### config.mk
export PLATFORM = sky130hd
export DESIGN_NAME = core_top
export DESIGN_NICKNAME = d
export VERILOG_FILES = /design/src/core_pkg.sv /design/src/bridge_settings_regs.sv /design/src/pad_key_sync.sv /design/src/video_out_conditioner.sv /design/src/core_top.sv
export SDC_FILE = /design/constraint.sdc
export NUM_CORES = 1
export LEC_CHECK = 0
export ABC_AREA = 1
export BUFFER_PORTS_ARGS = -buffer_cell sky130_fd_sc_hd__buf_2
export CORE_MARGIN = 10
export CORE_UTILIZATION = 41
export DETAILED_ROUTE_END_ITERATION = 10
export HOLD_SLACK_MARGIN = 0.02
export PLACE_DENSITY = 0.8
export RECOVER_POWER = 25
export SLEW_MARGIN = 30
export SYNTH_ARGS = -nofsm -noshare
export SYNTH_HDL_FRONTEND = slang
export SYNTH_SLANG_ARGS = --single-unit
export TNS_END_PERCENT = 100
### constraint.sdc
create_clock -name clk_74a -period 1.4 [get_ports clk_74a]
set_input_delay 0.14 -clock clk_74a [delete_from_list [all_inputs] [get_ports clk_74a]]
set_output_delay 0.14 -clock clk_74a [all_outputs]
set_load 0.01 [all_outputs]
### src/core_pkg.sv
////////////////////////////////////////////////////////////////////////////
// core wrapper shared definitions
// bridge map, controller key layout, console button order,
// synchronizer depth and the scaler video word
////////////////////////////////////////////////////////////////////////////

package core_pkg;

  //////////////////////////////////////////////////////////////////////////
  // bridge bus

  localparam int unsigned bridge_addr_w = 32;
  localparam int unsigned bridge_data_w = 32;

  // settings registers, one bit each
  localparam logic [bridge_addr_w-1:0] addr_download = 32'h0000_0000;
  localparam logic [bridge_addr_w-1:0] addr_sgx      = 32'h0000_0004;
  localparam logic [bridge_addr_w-1:0] addr_overscan = 32'h0000_0100;
  localparam logic [bridge_addr_w-1:0] addr_border   = 32'h0000_0104;

  //////////////////////////////////////////////////////////////////////////
  // controller

  localparam int unsigned key_w = 16;

  // bit positions in the host key bitmap
  localparam int unsigned key_up     = 0;
  localparam int unsigned key_down   = 1;
  localparam int unsigned key_left   = 2;
  localparam int unsigned key_right  = 3;
  localparam int unsigned key_a      = 4;
  localparam int unsigned key_b      = 5;
  localparam int unsigned key_select = 14;
  localparam int unsigned key_start  = 15;

  // console button vector, in console order
  localparam int unsigned btn_w      = 8;
  localparam int unsigned btn_up     = 0;
  localparam int unsigned btn_down   = 1;
  localparam int unsigned btn_left   = 2;
  localparam int unsigned btn_right  = 3;
  localparam int unsigned btn_a      = 4;
  localparam int unsigned btn_b      = 5;
  localparam int unsigned btn_select = 6;
  localparam int unsigned btn_start  = 7;

  // flop stages on the async key input
  localparam int unsigned sync_stages = 3;

  //////////////////////////////////////////////////////////////////////////
  // video

  // hsync pushed this many strobes past its edge
  localparam int unsigned hs_delay_load = 2;

  localparam int unsigned rgb_w  = 24;
  localparam int unsigned slot_w = 2;

  // one scaler word, read as colour while active
  // or as the end-of-line slot code on the first blank pixel
  typedef union packed {
    struct packed {
      logic [7:0] r;
      logic [7:0] g;
      logic [7:0] b;
    } pixel;
    struct packed {
      logic [8:0]        pad;
      logic [slot_w-1:0] slot;
      logic [12:0]       rsvd;
    } eol;
  } video_word_t;

endpackage

### src/bridge_settings_regs.sv
////////////////////////////////////////////////////////////////////////////
// bridge settings register bank
// four single-bit settings, written on the bridge strobe and read back
// at their own addresses through a combinational mux
////////////////////////////////////////////////////////////////////////////

`timescale 1ns/100ps

module bridge_settings_regs (
  input  logic                               clk_74a,
  input  logic                               arst_n,
  input  logic [core_pkg::bridge_addr_w-1:0] bridge_addr,
  input  logic                               bridge_wr,
  input  logic [core_pkg::bridge_data_w-1:0] bridge_wr_data,
  output logic [core_pkg::bridge_data_w-1:0] bridge_rd_data,
  output logic                               cart_download,
  output logic                               sgx_mode,
  output logic                               overscan_enable,
  output logic                               border_enable
);

  //////////////////////////////////////////////////////////////////////////
  // write decode

  // only bit 0 of the data word is kept
  always_ff @(posedge clk_74a or negedge arst_n) begin
    if (!arst_n) begin
      cart_download   <= 1'b0;
      sgx_mode        <= 1'b0;
      overscan_enable <= 1'b0;
      border_enable   <= 1'b0;
    end else if (bridge_wr) begin
      case (bridge_addr)
        core_pkg::addr_download: begin
          cart_download <= bridge_wr_data[0];
        end
        core_pkg::addr_sgx: begin
          sgx_mode <= bridge_wr_data[0];
        end
        core_pkg::addr_overscan: begin
          overscan_enable <= bridge_wr_data[0];
        end
        core_pkg::addr_border: begin
          border_enable <= bridge_wr_data[0];
        end
        default: begin
          // unmapped, dropped
        end
      endcase
    end
  end

  //////////////////////////////////////////////////////////////////////////
  // readback

  // setting in bit 0, upper bits zero
  // anything outside the four addresses reads as zero
  always_comb begin
    bridge_rd_data = '0;
    case (bridge_addr)
      core_pkg::addr_download: begin
        bridge_rd_data[0] = cart_download;
      end
      core_pkg::addr_sgx: begin
        bridge_rd_data[0] = sgx_mode;
      end
      core_pkg::addr_overscan: begin
        bridge_rd_data[0] = overscan_enable;
      end
      core_pkg::addr_border: begin
        bridge_rd_data[0] = border_enable;
      end
      default: begin
        bridge_rd_data = '0;
      end
    endcase
  end

endmodule

### src/pad_key_sync.sv
////////////////////////////////////////////////////////////////////////////
// player one key synchronizer
// brings the async key bitmap onto clk_74a and picks the console buttons
////////////////////////////////////////////////////////////////////////////

`timescale 1ns/100ps

module pad_key_sync (
  input  logic                       clk_74a,
  input  logic                       arst_n,
  input  logic [core_pkg::key_w-1:0] cont1_key,
  output logic [core_pkg::btn_w-1:0] pad_buttons
);

  // stage 0 takes the raw input, last stage feeds the remap
  logic [core_pkg::sync_stages-1:0][core_pkg::key_w-1:0] key_q;
  logic [core_pkg::key_w-1:0]                            key_s;

  always_ff @(posedge clk_74a or negedge arst_n) begin
    if (!arst_n) begin
      key_q <= '0;
    end else begin
      key_q <= {key_q[core_pkg::sync_stages-2:0], cont1_key};
    end
  end

  assign key_s = key_q[core_pkg::sync_stages-1];

  // console order, unused triggers and face x/y dropped
  always_comb begin
    pad_buttons                       = '0;
    pad_buttons[core_pkg::btn_up]     = key_s[core_pkg::key_up];
    pad_buttons[core_pkg::btn_down]   = key_s[core_pkg::key_down];
    pad_buttons[core_pkg::btn_left]   = key_s[core_pkg::key_left];
    pad_buttons[core_pkg::btn_right]  = key_s[core_pkg::key_right];
    pad_buttons[core_pkg::btn_a]      = key_s[core_pkg::key_a];
    pad_buttons[core_pkg::btn_b]      = key_s[core_pkg::key_b];
    pad_buttons[core_pkg::btn_select] = key_s[core_pkg::key_select];
    pad_buttons[core_pkg::btn_start]  = key_s[core_pkg::key_start];
  end

endmodule

### src/video_out_conditioner.sv
////////////////////////////////////////////////////////////////////////////
// video output conditioner
// turns core blanks and syncs into scaler timing: data enable, colour,
// end-of-line slot word, one-pixel vsync and a delayed one-pixel hsync
// everything advances only on the pixel strobe pix_ce
////////////////////////////////////////////////////////////////////////////

`timescale 1ns/100ps

module video_out_conditioner (
  input  logic                       clk_74a,
  input  logic                       arst_n,
  input  logic                       pix_ce,
  input  logic                       hblank,
  input  logic                       vblank,
  input  logic                       hsync,
  input  logic                       vsync,
  input  logic [core_pkg::rgb_w-1:0] pix_rgb,
  input  logic [1:0]                 dotclock_divider,
  output logic [core_pkg::rgb_w-1:0] video_rgb,
  output logic                       video_de,
  output logic                       video_hs,
  output logic                       video_vs
);

  // active pixel from the core
  logic                         de;

  // scaler slot for the current dot clock
  logic [core_pkg::slot_w-1:0]  slot;
  core_pkg::video_word_t        eol_word;

  // registered output word
  core_pkg::video_word_t        rgb_q;

  // previous strobe history, for edge detect
  logic                         de_prev;
  logic                         hs_prev;
  logic                         vs_prev;

  // counts strobes down to the hsync pulse
  logic [1:0]                   hs_delay;

  assign de = ~(hblank | vblank);

  //////////////////////////////////////////////////////////////////////////
  // end-of-line word

  // divider 0 and 1 map straight through
  // 2 and 3 share the fastest slot
  always_comb begin
    if (dotclock_divider[1]) begin
      slot = 2'd2;
    end else begin
      slot = dotclock_divider;
    end
  end

  // zero pad, slot, zero reserved bits
  always_comb begin
    eol_word          = '0;
    eol_word.eol.slot = slot;
  end

  //////////////////////////////////////////////////////////////////////////
  // per-strobe registers

  always_ff @(posedge clk_74a or negedge arst_n) begin
    if (!arst_n) begin
      rgb_q    <= '0;
      video_de <= 1'b0;
      video_hs <= 1'b0;
      video_vs <= 1'b0;
      de_prev  <= 1'b0;
      hs_prev  <= 1'b0;
      vs_prev  <= 1'b0;
      hs_delay <= '0;
    end else if (pix_ce) begin
      video_de <= de;

      // colour while active, slot word on the first blank pixel
      if (de) begin
        rgb_q <= core_pkg::video_word_t'(pix_rgb);
      end else if (de_prev) begin
        rgb_q <= eol_word;
      end else begin
        rgb_q <= '0;
      end

      // one strobe wide on the vsync rising edge
      video_vs <= vsync & ~vs_prev;

      // hsync fires as the counter passes 1
      video_hs <= (hs_delay == 2'd1);

      // a fresh edge reloads, else run down to zero
      if (hsync & ~hs_prev) begin
        hs_delay <= 2'(core_pkg::hs_delay_load);
      end else if (hs_delay != 2'd0) begin
        hs_delay <= hs_delay - 2'd1;
      end

      de_prev <= de;
      hs_prev <= hsync;
      vs_prev <= vsync;
    end
  end

  assign video_rgb = rgb_q;

endmodule

### src/core_top.sv
////////////////////////////////////////////////////////////////////////////
// user core wrapper top
// bridge settings bank, player one key sync and video conditioner,
// all on clk_74a
////////////////////////////////////////////////////////////////////////////

`timescale 1ns/100ps

module core_top (
  input  logic                               clk_74a,
  input  logic                               arst_n,

  // bridge, synchronous to clk_74a
  input  logic [core_pkg::bridge_addr_w-1:0] bridge_addr,
  input  logic                               bridge_wr,
  input  logic [core_pkg::bridge_data_w-1:0] bridge_wr_data,
  output logic [core_pkg::bridge_data_w-1:0] bridge_rd_data,

  // settings to the console core
  output logic                               cart_download,
  output logic                               sgx_mode,
  output logic                               overscan_enable,
  output logic                               border_enable,

  // controller, async
  input  logic [core_pkg::key_w-1:0]         cont1_key,
  output logic [core_pkg::btn_w-1:0]         pad_buttons,

  // video from the console core
  input  logic                               pix_ce,
  input  logic                               hblank,
  input  logic                               vblank,
  input  logic                               hsync,
  input  logic                               vsync,
  input  logic [core_pkg::rgb_w-1:0]         pix_rgb,
  input  logic [1:0]                         dotclock_divider,

  // video to the scaler
  output logic [core_pkg::rgb_w-1:0]         video_rgb,
  output logic                               video_de,
  output logic                               video_hs,
  output logic                               video_vs
);

  // settings bank, written and read back over the bridge
  bridge_settings_regs u_settings (
    .clk_74a         (clk_74a),
    .arst_n          (arst_n),
    .bridge_addr     (bridge_addr),
    .bridge_wr       (bridge_wr),
    .bridge_wr_data  (bridge_wr_data),
    .bridge_rd_data  (bridge_rd_data),
    .cart_download   (cart_download),
    .sgx_mode        (sgx_mode),
    .overscan_enable (overscan_enable),
    .border_enable   (border_enable)
  );

  // player one pad
  pad_key_sync u_pad (
    .clk_74a     (clk_74a),
    .arst_n      (arst_n),
    .cont1_key   (cont1_key),
    .pad_buttons (pad_buttons)
  );

  // scaler video timing
  video_out_conditioner u_video (
    .clk_74a          (clk_74a),
    .arst_n           (arst_n),
    .pix_ce           (pix_ce),
    .hblank           (hblank),
    .vblank           (vblank),
    .hsync            (hsync),
    .vsync            (vsync),
    .pix_rgb          (pix_rgb),
    .dotclock_divider (dotclock_divider),
    .video_rgb        (video_rgb),
    .video_de         (video_de),
    .video_hs         (video_hs),
    .video_vs         (video_vs)
  );

endmodule

==> flow_metrics.env <==
export IMPL_max_clock_freq_ghz=0.824
export IMPL_synthDistinctLibCells=20
export IMPL_ys_seq_elements=59
export IMPL_io_pin_count=185
export IMPL_swShare=0.247
export IMPL_grt_overflow=0
export IMPL_cts_repair_resized=0
export IMPL_postCtsSetupBuffers=0
export IMPL_reg2reg_slack_ps=290
export IMPL_avgSynthCellArea_um2=8.94
export IMPL_wl_met2_um=3550
export IMPL_max_slew_margin=0.590
export IMPL_gp_congestion=0.766
export IMPL_hold_start="pix_rgb[19]"
export IMPL_design_area_mm2=0.00346
export IMPL_setup_tns_ps=0
export IMPL_synth_warnings=0
export IMPL_grtUsageTotal=0.134
export IMPL_die_h_um=99.9
export IMPL_p_leak_nw=1.98
export IMPL_met3_length_um=794
export IMPL_comb_power_share=0.136
export IMPL_die_width_um=99.9
export IMPL_cap_violations=0
export IMPL_portBuffers=114
export IMPL_post_synth_instance_area_mm2=0.00262
export IMPL_min_delay_path_depth=3
export IMPL_cts_sinks=59
export IMPL_area_growth_pct=32.2
export IMPL_async_flop_share=1.00
export IMPL_worstHoldPathType="in -> reg"
export IMPL_topRoutingLayerUsed="met4"
export IMPL_rsz0062_at_grt="false"
export IMPL_routedWlPerCell_um=13.7
export IMPL_setup_viol=0
export IMPL_h_tree_depth=3
export IMPL_worstMarginPinSlew_ps=615
export IMPL_fin_crit_ps=1210
export IMPL_core_region_area_mm2=0.00628
export IMPL_clk_pin_slew_worst_paths_ps=70
export IMPL_finalMaxSlewViolations=0
export IMPL_end_kind="output port"
export IMPL_worst_slack_ps=186
export IMPL_post_place_ws_ps=177
export IMPL_grt_start_max_net_pins=24
export IMPL_post_drt_via_cell_ratio=4.44
export IMPL_r2r_start="u_video.hs_delay[0]"
export IMPL_dpl_hpwl_um=5430
export IMPL_cts_root_buf="clkbuf_8"
export IMPL_yosysTopAreaCell="dfrtp_1"
export IMPL_postSynthCellCount=293
export IMPL_p_int_w=0.00309
export IMPL_finClkSkew_ps=7.74
export IMPL_numCtsBuffers=9
export IMPL_min_period_over_period=0.867
export IMPL_power_density_mw_per_mm2=1190
export IMPL_cts_tree="yes"
export IMPL_antenna_found_initial=0
export IMPL_grt_pass1_vias=2281
export IMPL_pwr_share_clk=0.406
export IMPL_postPlaceCellArea_mm2=0.00315
export IMPL_hold_viol_final=0
export IMPL_cp_arrival_ps=1070
export IMPL_status="finished clean"
export IMPL_whs_ps=33.3
export IMPL_num_rows=29
export IMPL_cp_required_ps=1260
export IMPL_yosys_top_cells_count="82 x nand2_1, 59 x dfrtp_1, 39 x buf_4"
export IMPL_rr_endpoint="u_video.hs_delay[1]"
export IMPL_drive_gt1_frac=0.360
export IMPL_synth_seq_area_share=0.564
export IMPL_holdPathEnd="u_video.video_rgb[19]"
export IMPL_critPathLaunchType="input pin"
export IMPL_drc=0
export IMPL_antennaDiodeCount=0
export IMPL_insertion_delay_ps=330
export IMPL_vias=2217
export IMPL_final_antenna_net_count=0
export IMPL_start_util=0.417
export IMPL_p_sw_w=0.00101
export IMPL_die_area_mm2=0.00998
export IMPL_layout_nets=534
export IMPL_met1_length_um=2410
export IMPL_crit_type="in -> out"
export IMPL_synth_top_area_share=0.564
export IMPL_first_pass_iters=4
export IMPL_ys_flop_type="dfrtp_1"
export IMPL_cp_max_fo=2
export IMPL_rr_worst_depth=5
export IMPL_synth_most_common_cell="nand2_1"
export IMPL_ys_top_cells_by_area="dfrtp_1 56%, nand2_1 12%, buf_4 11%"
export IMPL_pwr_share_seq=0.458
export IMPL_clock_tree_buffer_depth=2
export IMPL_grt_pass1_wl_um=10800
export IMPL_peakVddDrop_uv=774
export IMPL_synth_edf_count=0
export IMPL_holdBufCountCts=10
export IMPL_drt_wl_total_um=6830
export IMPL_initialDrtViolationCount=34
-- area by class of cell --
type / count / area, um^2
Timing Repair Buffer: 131 / 748
Clock inverter: 5 / 77.6
Clock buffer: 10 / 138
Inverter: 23 / 86.3
Tap cell: 77 / 96.3
Multi-Input combinational cell: 194 / 838
Fill cell: 571 / 2820
Sequential cell: 59 / 1480
-- layout by cell type (no fill, tap or decap), drive strengths merged --
master       synthesis  routed
a21oi                1       1
a31oi                1       1
buf                 44     120
bufinv               0       2
clkbuf               3      11
clkinv               0       2
clkinvlp             0       1
conb                 1      31
dfrtp               59      59
dlygate4sd3          0      10
ha                   2       2
inv                 23      23
nand2               85      85
nand3               34      34
nor2                29      29
o211ai               1       1
o21ai                9       9
o311ai               1       1
-- layer usage --
| layer | global-route usage | vias to the layer above |
|---|---|---|
| met2 | 0.243 | 98 |
| met1 | 0.127 | 1019 |
| met3 | 0.0659 | 9 |
| li1 | - | 1091 |
| met5 | 0 | - |
| met4 | 0.0529 | 0 |
-- worst max-delay path: stages --
cell     delay, ps
buf_2          110
inv_1           50
nand2_1         60
nor2_1         130
nand2_2         90
nor2_2         140
nand3_1         90
nand2_1         70
inv_1           30
nand2_1         40
buf_2          130
-- through the flow --
step	power [W]	cells	util
final	0.00410	499	0.551
after global routing	0.00430	499	0.551
after CTS	0.00416	499	0.551
after detailed placement	0.00245	474	0.501
after global placement	0.00242	474	0.501
after floorplan	0.00224	323	-
-- sequential cells by signal (all words and copies together) (netlist names) --
signal and count:
u_video.hs_prev 1, u_video.video_rgb 24, u_video.video_vs 1, u_settings.sgx_mode 1, u_pad.key_s 8, u_video.video_de 1, u_settings.cart_download 1, u_settings.overscan_enable 1
u_pad.key_q 16, u_video.video_hs 1, u_video.hs_delay 2, u_settings.border_enable 1, u_video.vs_prev 1
-- kinds of logic (layout without fill, tap and decap cells) --
kind of cell | after synthesis | in the layout | synth area share
other | 1 | 31 | 0.00143
AOI/OAI and AO/OA | 13 | 13 | 0.0291
DFF | 59 | 59 | 0.564
adders and majority gates | 2 | 2 | 0.00955
buffers and inverters | 70 | 169 | 0.159
and+or+nand+nor | 148 | 148 | 0.237
-- power by group through the flow --
stage / Clock (W) / Combinational [W] / Sequential, W
floorplan: 0 / 0.000312 / 0.00193
global placement: 0 / 0.000516 / 0.00190
detailed placement: 0 / 0.000542 / 0.00191
CTS: 0.00171 / 0.000565 / 0.00188
global route: 0.00177 / 0.000634 / 0.00190
finish: 0.00166 / 0.000559 / 0.00188
-- worst max-delay path by stage --
| stage | startpoint | to | slack (ps) | depth (start not counted) |
|---|---|---|---|---|
| after floorplan | u_video.hs_delay[0] | u_video.hs_delay[1] | 400 | 5 |
| after global placement | bridge_addr[29] | bridge_rd_data[0] | 190 | 11 |
| after detailed placement | bridge_addr[31] | bridge_rd_data[0] | 180 | 11 |
| after CTS | u_settings.sgx_mode | bridge_rd_data[0] | 170 | 5 |
| after global routing | bridge_addr[31] | bridge_rd_data[0] | 40 | 11 |
| final | bridge_addr[0] | bridge_rd_data[0] | 190 | 11 |
Power figures use the tool's default switching activity.
